===== src/scan_pkg.sv =====
//////////////////////////////
// scan package
// bus map, sizes and timing for the delay-tap scanner
//////////////////////////////
package scan_pkg;

	// local bus
	localparam int lb_addr_w = 12;
	localparam int lb_data_w = 32;

	// lanes, taps and samples
	localparam int lane_w     = 4;
	localparam int tap_w      = 5;
	localparam int num_lanes  = 1 << lane_w;
	localparam int num_taps   = 1 << tap_w;
	localparam int res_w      = 8;
	localparam int mask_w     = 8;
	// lane in the high bits, tap in the low bits
	localparam int res_addr_w = lane_w + tap_w;

	// delay line settling, counted from the strobe
	localparam int settle_cycles = 4;
	localparam int settle_w      = $clog2(settle_cycles + 1);

	// register map
	localparam logic [lb_addr_w-1:0] addr_trigger   = 12'd4;
	localparam logic [lb_addr_w-1:0] addr_mask      = 12'd5;
	localparam logic [lb_addr_w-1:0] addr_autoset   = 12'd6;
	localparam logic [lb_addr_w-1:0] addr_lane_base = 12'd16;
	localparam logic [res_w-1:0]     idle_pattern   = 8'h55;

	// sweep FSM encoding
	localparam int st_w = 3;
	localparam logic [st_w-1:0] st_idle      = 3'd0;
	localparam logic [st_w-1:0] st_strobe    = 3'd1;
	localparam logic [st_w-1:0] st_settle    = 3'd2;
	localparam logic [st_w-1:0] st_sample    = 3'd3;
	localparam logic [st_w-1:0] st_lane_done = 3'd4;

	// one bus word, read as a lane mask or as a delay tap
	typedef union packed {
		logic [lb_data_w-1:0] raw;
		struct packed {
			logic [lb_data_w-mask_w-1:0] unused;
			logic [mask_w-1:0]           mask;
		} as_mask;
		struct packed {
			logic [lb_data_w-tap_w-1:0] unused;
			logic [tap_w-1:0]           tap;
		} as_tap;
	} host_word_u;

endpackage

===== src/scan_top.sv =====
//////////////////////////////
// scanner subsystem top
// local bus decode, delay scanner, results and readback
//////////////////////////////
module scan_top (
	input  logic                           clk,
	input  logic                           rst_n,
	input  logic [scan_pkg::lb_addr_w-1:0] lb_addr,
	input  logic                           lb_write,
	input  logic [scan_pkg::lb_data_w-1:0] lb_data,
	input  logic [scan_pkg::res_w-1:0]     adc_val,
	output logic [scan_pkg::res_w-1:0]     odata,
	output logic [scan_pkg::mask_w-1:0]    mask_out,
	output logic [scan_pkg::lane_w-1:0]    hw_addr,
	output logic [scan_pkg::tap_w-1:0]     hw_data,
	output logic                           hw_strobe
);
	import scan_pkg::*;

	logic                  scan_trigger;
	logic [mask_w-1:0]     host_mask;
	logic                  autoset_enable;
	logic                  lane_write;
	logic [lane_w-1:0]     lane_sel;
	logic [tap_w-1:0]      lane_tap;
	logic [lb_addr_w-1:0]  rd_addr;
	logic                  scan_running;
	logic [mask_w-1:0]     scan_mask;
	logic                  res_we;
	logic [res_addr_w-1:0] res_waddr;
	logic [res_w-1:0]      res_wdata;
	logic [res_w-1:0]      res_rdata;
	logic [tap_w-1:0]      mirror_rd_val;

	lb_decode u_decode (
		.clk, .rst_n, .lb_addr, .lb_write, .lb_data,
		.scan_trigger, .host_mask, .autoset_enable,
		.lane_write, .lane_sel, .lane_tap, .rd_addr
	);

	delay_scanner u_scanner (
		.clk, .rst_n, .scan_trigger, .autoset_enable,
		.lane_write, .lane_sel, .lane_tap, .adc_val,
		.mirror_rd_lane (rd_addr[lane_w-1:0]),
		.hw_addr, .hw_data, .hw_strobe, .scan_running, .scan_mask,
		.res_we, .res_waddr, .res_wdata, .mirror_rd_val
	);

	// read side is addressed straight from the bus pins
	result_ram u_ram (
		.clk,
		.we    (res_we),
		.waddr (res_waddr),
		.wdata (res_wdata),
		.raddr (lb_addr[res_addr_w-1:0]),
		.rdata (res_rdata)
	);

	readback_mux u_readback (
		.clk, .rst_n, .rd_addr, .res_rdata, .mirror_rd_val,
		.scan_running, .scan_mask, .host_mask, .mask_out, .odata
	);

endmodule


===== src/readback_mux.sv =====
//////////////////////////////
// readback mux
// lane mask select and registered host read data
//////////////////////////////
module readback_mux (
	input  logic                           clk,
	input  logic                           rst_n,
	input  logic [scan_pkg::lb_addr_w-1:0] rd_addr,
	input  logic [scan_pkg::res_w-1:0]     res_rdata,
	input  logic [scan_pkg::tap_w-1:0]     mirror_rd_val,
	input  logic                           scan_running,
	input  logic [scan_pkg::mask_w-1:0]    scan_mask,
	input  logic [scan_pkg::mask_w-1:0]    host_mask,
	output logic [scan_pkg::mask_w-1:0]    mask_out,
	output logic [scan_pkg::res_w-1:0]     odata
);
	import scan_pkg::*;

	logic mirror_hit;

	// scanner owns the mask only while a sweep runs
	always_ff @(posedge clk or negedge rst_n) begin
		if (!rst_n)
			mask_out <= '0;
		else
			mask_out <= scan_running ? scan_mask : host_mask;
	end

	assign mirror_hit = rd_addr[lb_addr_w-1:lane_w] == addr_lane_base[lb_addr_w-1:lane_w];

	// read map, results take the whole upper half
	always_ff @(posedge clk or negedge rst_n) begin
		if (!rst_n) begin
			odata <= '0;
		end else begin
			if (rd_addr[lb_addr_w-1])
				odata <= res_rdata;
			else if (mirror_hit)
				odata <= {{(res_w - tap_w){1'b0}}, mirror_rd_val};
			else if (rd_addr == addr_trigger)
				odata <= {{(res_w - 1){1'b0}}, scan_running};
			else
				odata <= idle_pattern;
		end
	end

endmodule


===== src/result_ram.sv =====
//////////////////////////////
// result memory
// 512 x 8 scan results, one write port, registered read
//////////////////////////////
module result_ram (
	input  logic                            clk,
	input  logic                            we,
	input  logic [scan_pkg::res_addr_w-1:0] waddr,
	input  logic [scan_pkg::res_w-1:0]      wdata,
	input  logic [scan_pkg::res_addr_w-1:0] raddr,
	output logic [scan_pkg::res_w-1:0]      rdata
);
	import scan_pkg::*;

	logic [res_w-1:0] mem [2**res_addr_w];

	always_ff @(posedge clk) begin
		if (we)
			mem[waddr] <= wdata;
	end

	// read data lands one cycle after the address
	always_ff @(posedge clk) begin
		rdata <= mem[raddr];
	end

endmodule


===== src/delay_scanner.sv =====
//////////////////////////////
// delay scanner
// sweeps every lane through all taps, records the ADC quality
// and optionally moves each lane to its best tap
//////////////////////////////
module delay_scanner (
	input  logic                            clk,
	input  logic                            rst_n,
	input  logic                            scan_trigger,
	input  logic                            autoset_enable,
	input  logic                            lane_write,
	input  logic [scan_pkg::lane_w-1:0]     lane_sel,
	input  logic [scan_pkg::tap_w-1:0]      lane_tap,
	input  logic [scan_pkg::res_w-1:0]      adc_val,
	input  logic [scan_pkg::lane_w-1:0]     mirror_rd_lane,
	output logic [scan_pkg::lane_w-1:0]     hw_addr,
	output logic [scan_pkg::tap_w-1:0]      hw_data,
	output logic                            hw_strobe,
	output logic                            scan_running,
	output logic [scan_pkg::mask_w-1:0]     scan_mask,
	output logic                            res_we,
	output logic [scan_pkg::res_addr_w-1:0] res_waddr,
	output logic [scan_pkg::res_w-1:0]      res_wdata,
	output logic [scan_pkg::tap_w-1:0]      mirror_rd_val
);
	import scan_pkg::*;

	logic [st_w-1:0]     state;
	logic [lane_w-1:0]   lane;
	logic [tap_w-1:0]    tap;
	logic [settle_w-1:0] timer;
	logic [res_w-1:0]    best_val;
	logic [tap_w-1:0]    best_tap;
	logic [tap_w-1:0]    mirror [num_lanes];

	always_ff @(posedge clk or negedge rst_n) begin
		if (!rst_n) begin
			state        <= st_idle;
			lane         <= '0;
			tap          <= '0;
			timer        <= '0;
			best_val     <= '0;
			best_tap     <= '0;
			scan_running <= 1'b0;
			hw_strobe    <= 1'b0;
			hw_addr      <= '0;
			hw_data      <= '0;
			res_we       <= 1'b0;
			for (int i = 0; i < num_lanes; i++)
				mirror[i] <= '0;
		end else begin
			hw_strobe <= 1'b0;
			res_we    <= 1'b0;
			case (state)
				st_idle: begin
					// a trigger wins over a lane write landing in the same cycle
					if (scan_trigger) begin
						scan_running <= 1'b1;
						lane         <= '0;
						tap          <= '0;
						state        <= st_strobe;
					end else if (lane_write) begin
						hw_strobe        <= 1'b1;
						hw_addr          <= lane_sel;
						hw_data          <= lane_tap;
						mirror[lane_sel] <= lane_tap;
					end
				end
				st_strobe: begin
					hw_strobe <= 1'b1;
					hw_addr   <= lane;
					hw_data   <= tap;
					timer     <= settle_w'(settle_cycles - 1);
					state     <= st_settle;
				end
				st_settle: begin
					if (timer == '0)
						state <= st_sample;
					else
						timer <= timer - 1'b1;
				end
				st_sample: begin
					res_we <= 1'b1;
					// strict compare keeps the lowest tap on a tie
					if (tap == '0 || adc_val > best_val) begin
						best_val <= adc_val;
						best_tap <= tap;
					end
					if (tap == tap_w'(num_taps - 1)) begin
						timer <= settle_w'(settle_cycles - 1);
						state <= st_lane_done;
					end else begin
						tap   <= tap + 1'b1;
						state <= st_strobe;
					end
				end
				st_lane_done: begin
					// best tap goes out on the first cycle, then it settles
					if (autoset_enable && timer == settle_w'(settle_cycles - 1)) begin
						hw_strobe    <= 1'b1;
						hw_addr      <= lane;
						hw_data      <= best_tap;
						mirror[lane] <= best_tap;
					end
					if (timer != '0) begin
						timer <= timer - 1'b1;
					end else if (lane == lane_w'(num_lanes - 1)) begin
						scan_running <= 1'b0;
						state        <= st_idle;
					end else begin
						lane  <= lane + 1'b1;
						tap   <= '0;
						state <= st_strobe;
					end
				end
				default: begin
					scan_running <= 1'b0;
					state        <= st_idle;
				end
			endcase
		end
	end

	// result write payload, qualified by res_we
	always_ff @(posedge clk) begin
		if (state == st_sample) begin
			res_waddr <= {lane, tap};
			res_wdata <= adc_val;
		end
	end

	// one-hot on the lane low bits
	assign scan_mask = {{(mask_w - 1){1'b0}}, 1'b1} << lane[2:0];

	assign mirror_rd_val = mirror[mirror_rd_lane];

endmodule


===== src/lb_decode.sv =====
//////////////////////////////
// local bus decode
// registers the bus and turns writes into host controls
//////////////////////////////
module lb_decode (
	input  logic                           clk,
	input  logic                           rst_n,
	input  logic [scan_pkg::lb_addr_w-1:0] lb_addr,
	input  logic                           lb_write,
	input  logic [scan_pkg::lb_data_w-1:0] lb_data,
	output logic                           scan_trigger,
	output logic [scan_pkg::mask_w-1:0]    host_mask,
	output logic                           autoset_enable,
	output logic                           lane_write,
	output logic [scan_pkg::lane_w-1:0]    lane_sel,
	output logic [scan_pkg::tap_w-1:0]     lane_tap,
	output logic [scan_pkg::lb_addr_w-1:0] rd_addr
);
	import scan_pkg::*;

	logic [lb_addr_w-1:0] addr_q;
	logic                 write_q;
	host_word_u           data_q;
	logic                 lane_hit;

	// first stage of input registers
	always_ff @(posedge clk or negedge rst_n) begin
		if (!rst_n) begin
			addr_q  <= '0;
			write_q <= 1'b0;
		end else begin
			addr_q  <= lb_addr;
			write_q <= lb_write;
		end
	end

	always_ff @(posedge clk) begin
		data_q <= lb_data;
	end

	// second stage lines the read address up with the result memory
	always_ff @(posedge clk or negedge rst_n) begin
		if (!rst_n)
			rd_addr <= '0;
		else
			rd_addr <= addr_q;
	end

	// host registers
	always_ff @(posedge clk or negedge rst_n) begin
		if (!rst_n) begin
			scan_trigger   <= 1'b0;
			host_mask      <= '0;
			autoset_enable <= 1'b0;
		end else begin
			scan_trigger <= write_q && (addr_q == addr_trigger);
			if (write_q && (addr_q == addr_mask))
				host_mask <= data_q.as_mask.mask;
			if (write_q && (addr_q == addr_autoset))
				autoset_enable <= data_q.raw[0];
		end
	end

	// lane taps live at 16..31, the scanner registers the write itself
	assign lane_hit   = addr_q[lb_addr_w-1:lane_w] == addr_lane_base[lb_addr_w-1:lane_w];
	assign lane_write = write_q && lane_hit;
	assign lane_sel   = addr_q[lane_w-1:0];
	assign lane_tap   = data_q.as_tap.tap;

endmodule


===== config.mk =====
export PLATFORM = sky130hd
export DESIGN_NAME = scan_top
export DESIGN_NICKNAME = d
export VERILOG_FILES = /design/src/scan_pkg.sv /design/src/scan_top.sv /design/src/readback_mux.sv /design/src/result_ram.sv /design/src/delay_scanner.sv /design/src/lb_decode.sv
export SDC_FILE = /design/constraint.sdc
export NUM_CORES = 2
export LEC_CHECK = 0
export BUFFER_PORTS_ARGS = -buffer_cell sky130_fd_sc_hd__buf_2
export CAP_MARGIN = 10
export CORE_MARGIN = 5
export CORE_UTILIZATION = 60
export CTS_CLUSTER_SIZE = 10
export DETAILED_ROUTE_END_ITERATION = 12
export PLACE_DENSITY = 0.81
export SLEW_MARGIN = 20
export SYNTH_ARGS = -nofsm -noshare
export SYNTH_HDL_FRONTEND = slang
export SYNTH_HIERARCHICAL = 1
export SYNTH_SLANG_ARGS = --single-unit

===== constraint.sdc =====
create_clock -name clk -period 18 [get_ports clk]
set_input_delay 0.9 -clock clk [delete_from_list [all_inputs] [get_ports clk]]
set_output_delay 0.9 -clock clk [all_outputs]
set_load 0.01 [all_outputs]

Yosys cells after proc, flatten, opt, wreduce, memory -nomap -nowiden --
Memory sizes are Yosys's and may differ from the RTL's. A register that Yosys moved wholly into a read port is not among the register bits. Cells that the tools add are included. Widths: inputs -> output; s select.
Word-level totals: bits in registers 196, memory bits (writable) 4096, bits of input ports 55, output and inout bits 26, word-level logic and storage cells 158, memories kept 1
Cells by class: $add $sub $neg 3, order comparisons 6, eq/ne operators 25, shift-type cells 1, multiplexer cells 55, bitwise logic cells 4, reduce and logical (&&, ||, !) cells 25
Memories:
- u_ram.mem | depth 512, bits a word 8, rd ports 1, clocked after Yosys merged registers in 1, write ports 1, RTL line result_ram.sv:15 | logic [res_w-1:0] mem [2**res_addr_w];
Operators by type and width (number):
- $mux 80 | 3
- $bwmux 80 | 2
- $pmux 80 s2 | 1
- $mux 5 | 11
- $eq 12x3->1 const B | 4
- $demux 5 s4 | 2
- $pmux 5 s3 | 2
- $mux 4 | 6
- $mux 8 | 3
- $mux 3 | 7
- $bmux 5 s4 | 1
- $reduce_and 4->1 | 5
- $eq 8x1->1 const B | 2
- $ge 5x5->1 const B | 3
- $not 4->5 | 3
- $pmux 3 s5 | 1
- $ne 2x2->1 const B | 7
- $pmux 3 s4 | 1
- $pmux 4 s3 | 1
- $lt 5x1->1 const B | 2
- $mux 1 | 10
- $ne 2x1->1 const B | 5
- $eq 3x2->1 const B | 3
- $reduce_bool 3->1 | 3
- other kinds (23) | 31

Depth between registers and ports, before layout --
word-level depth 9, mapped depth 12, depth with buffers taken out 8

Modules after synthesis --
Netlist, hierarchy kept.
By module, submodules not included:
- result_ram | times used 1, cells each 8030, area an instance 159927.1 µm², seq. area each 123158.1 µm²
- delay_scanner | times used 1, cells each 685, area an instance 7716.2 µm², seq. area each 3513.4 µm²
- lb_decode | times used 1, cells each 72, area an instance 1350.0 µm², seq. area each 1036.0 µm²
- readback_mux | times used 1, cells each 47, area an instance 658.1 µm², seq. area each 400.4 µm²

Worst setup path before layout --
No wires, ideal clock.
kind reg-to-reg, from register u_scanner/res_wdata[0] (netlist bit), to memory u_ram.mem[0][0] (data pin), setup time 1.435 ns, arrival time 6.158 ns, data required time 16.565 ns, setup slack 10.407 ns, stages on the path, launching flop included 1, buffers on the path 0, clock period less this slack 7.593 ns, cell sequence edfxtp_1
RTL lines:
- from (decl) | RTL line delay_scanner.sv:23 | output logic [scan_pkg::res_w-1:0] res_wdata,
- from (signal assigned) | RTL line delay_scanner.sv:128 | res_wdata <= adc_val;
- to (decl) | RTL line result_ram.sv:15
Straight into the memory's write port.

==> impl_metrics.json <==
{
  "clock_latency_ns": 0.96,
  "vias_per_cell": 7.22,
  "p_leak_nw": 59.5,
  "fin_hold_ws_ns": 0.0627,
  "ys_ff_latch": 4300,
  "cts_inserted_buffers": 474,
  "ios": 81,
  "worstPathMaxFanout": 111,
  "grt_pass1_wl_um": 635000,
  "routed_wl_um": 436000,
  "grt_start_max_net_pins": 226,
  "cap_viol_max_count": 0,
  "die_y_um": 542,
  "final_cells": 12800,
  "seq_area_frac_synth_pct": 75.5,
  "min_path_type": "in2reg",
  "overflow": 0,
  "cts-resized-gates": 0,
  "worst_slew_pin_slew_ns": 1.31,
  "setup_ws_ns": 11.49,
  "clockBufferDepth": 4,
  "rsz0062_at_grt": "false",
  "max_stage_delay_ns": 0.91,
  "vias": 92400,
  "synthArstFlopShare_pct": 3.98,
  "synth-edff-count": 4113,
  "rows": 195,
  "port_buffers": 56,
  "die_area_sq_um": 293000,
  "holdBufCountCts": 0,
  "critPathLaunchType": "primary input",
  "finalCritPeriodShare_pct": 36.1,
  "hold_viol": 0,
  "gp_routability_congestion": 0.914,
  "hpwlAfterDp_um": 240000,
  "critical_path_required_ns": 18.84,
  "powerDensity_nw_per_um2": 115,
  "coreArea_sq_um": 282000,
  "area_growth_pct": 9.38,
  "h-tree-depth": 5,
  "ir_drop_mv": 0.101,
  "status": "completed",
  "drtIter0Drc": 14700,
  "dpl.cell_count": 12200,
  "first_global_vias": 93400,
  "ant_nets": 0,
  "slew_headroom_pct": 12.8,
  "syn_area_sq_um": 170000,
  "cts_tree": "built",
  "start_util_pct": 60.2,
  "fin_tns_setup_ns": 0,
  "yosysUniqueCellTypes": 88,
  "antenna_found_initial": 18,
  "slew_violations": 0,
  "layout-drive-gt1-share_pct": 16.5,
  "end_kind": "flip-flop",
  "clkSlewWorstSetupHoldPaths_ns": 0.05,
  "grt_usage_pct": 29.4,
  "finClkSkew_ns": 0.0712,
  "wl_per_cell_um": 34.0,
  "cts.sinks": 4300,
  "die_x_um": 542,
  "ys.flop_type": "edfxtp_1",
  "arrival_ns": 7.35,
  "setup-violations-final": 0,
  "yosysWarnings": 6,
  "netlist_instances": 8834,
  "cp_slowest_cell": "buf_4",
  "cts_setup_buffers": 0,
  "fmax_ghz": 0.154,
  "synth_nets": 8909,
  "path_cells": "buf_12 > buf_4 > buf_4 > buf_12 > buf_4 > mux2i_1 > o221ai_1 > a21oi_1 > nor4_1 > nand4_1 > o21ai_0 > o2111a_1",
  "dr.pass1.iters": 8,
  "cts-root-buf": "clkbuf_16",
  "drcViolationCount": 0,
  "path_common_cell": "buf_4",
  "avgSynthCellArea_sq_um": 19.2,
  "dp_slack_ns": 10.90,
  "nNetsFinal": 9019,
  "criticalPathCategory": "in2reg",
  "min_period_ns": 6.51
}
==> metrics by stage <==
stage / cell area (sq um) / power [mW] / utilization (%)
floorplan: 170000 / 12.7 / -
global placement: 173000 / 13.0 / 61.3
detailed placement: 173000 / 13.1 / 61.3
CTS: 186000 / 21.3 / 65.8
global route: 186000 / 21.9 / 65.8
finish: 186000 / 21.3 / 65.8
==> power by group <==
group	internal (mW)	total [mW]	switching (mW)
clock network	4.73	8.32	3.59
registers	11.4	11.4	0.0849
logic	0.384	1.54	1.16
total	16.5	21.3	4.83
==> final timing paths <==
kind	start	end	cells after the start	slack (ns)
setup / recovery	lb_addr[0]	u_ram/rdata[6]	12	11.49
hold / removal	lb_write	u_decode/write_q	1	0.06
setup reg to reg	u_scanner/res_wdata[1]	u_ram/mem[500][1]	4	13.87
hold reg to reg	u_decode/addr_q[6]	u_decode/rd_addr[6]	0	0.43
max in group asynchronous	rst_n	u_scanner/mirror[6]	2	16.47
min in group asynchronous	rst_n	u_scanner/mirror[2]	1	0.12
==> layout by cell type, fill, tap and decap left out, types with 37 or more instances in the layout <==
master / count
edfxtp_1: 4113
mux2i_1: 801
mux4_2: 679
nor2_1: 611
clkbuf_16: 478
o221ai_1: 376
o22ai_1: 257
a21oi_1: 206
dfrtp_1: 171
nand2_1: 164
o21ai_0: 153
buf_4: 124
nor3_1: 115
clkbuf_1: 83
a22oi_1: 77
buf_2: 51
nand3_1: 46
mux2_1: 43
mux2_2: 41
nand4_1: 37
==> logic make-up after synthesis <==
logic type	share of synthesized area (%)
adders and majority gates	0.148
AOI/OAI and AO/OA	4.95
and+or+nand+nor	3.05
buffers and inverters	1.96
muxes	14.4
DFF	75.5
xor gates and xnor gates	0.0103
==> state kept, by name, summed over array words and instances, names as in the netlist, 9 cells and up <==
register,count
u_decode/addr_q,12
u_decode/rd_addr,12
u_ram/mem,4096
u_scanner/mirror,80
u_scanner/res_waddr,9
==> critical path: cells and delay by family <==
family	cells	cell delay [ns]
mux	1	0.17
simple gates	2	1.00
buf+inv	5	3.26
compound gates	4	1.49
==> cells in the mapped netlist (all sizes together), types with 4 or more instances <==
| cell type | number | area share, % |
|---|---|---|
| a211oi | 18 | 0.080 |
| a21oi | 207 | 0.62 |
| a22o | 5 | 0.026 |
| a22oi | 77 | 0.34 |
| and2 | 25 | 0.094 |
| and2b | 4 | 0.018 |
| and3 | 8 | 0.030 |
| and3b | 5 | 0.026 |
| buf | 287 | 1.3 |
| clkbuf | 277 | 0.61 |
| dfrtp | 171 | 2.5 |
| dfxtp | 16 | 0.19 |
| edfxtp | 4113 | 73 |
| ha | 20 | 0.15 |
| inv | 28 | 0.062 |
| mux2 | 92 | 0.63 |
| mux2i | 801 | 4.7 |
| mux4 | 679 | 9.0 |
| nand2 | 184 | 0.42 |
| nand2b | 14 | 0.052 |
| nand3 | 52 | 0.16 |
| nand4 | 38 | 0.15 |
| nor2 | 613 | 1.4 |
| nor2b | 14 | 0.052 |
| nor3 | 117 | 0.35 |
| nor3b | 11 | 0.052 |
| nor4 | 38 | 0.16 |
| o2111a | 8 | 0.053 |
| o2111ai | 10 | 0.052 |
| o211ai | 14 | 0.062 |
| o21ai | 155 | 0.46 |
| o221ai | 377 | 1.9 |
| o22a | 5 | 0.026 |
| o22ai | 264 | 1.0 |
| o2bb2ai | 5 | 0.026 |
| o311ai | 6 | 0.031 |
| o31ai | 14 | 0.062 |
| o41ai | 8 | 0.041 |
| or2 | 8 | 0.030 |
| or3 | 7 | 0.026 |
==> area by class of cell <==
type                    count  area [sq um]
diodes                      8          20.0
clock buffers             562         12300
clock inverters            21           362
fillers                 16900         96200
inverters                  28           113
multi-input cells        3942         38400
flip-flops and latches   4300        128000
well taps                3743          4680
repair buffers            198          1580
==> metal layers <==
| metal | wire, um | GRT usage (%) | part of all wire, % |
|---|---|---|---|
| met1 | 144000 | 39.1 | 33 |
| met2 | 207000 | 46.3 | 48 |
| met3 | 58400 | 7.44 | 13 |
| met4 | 25700 | 14.1 | 5.9 |
| met5 | 35 | 0 | 0.0080 |
Power figures use the tool's default switching activity.
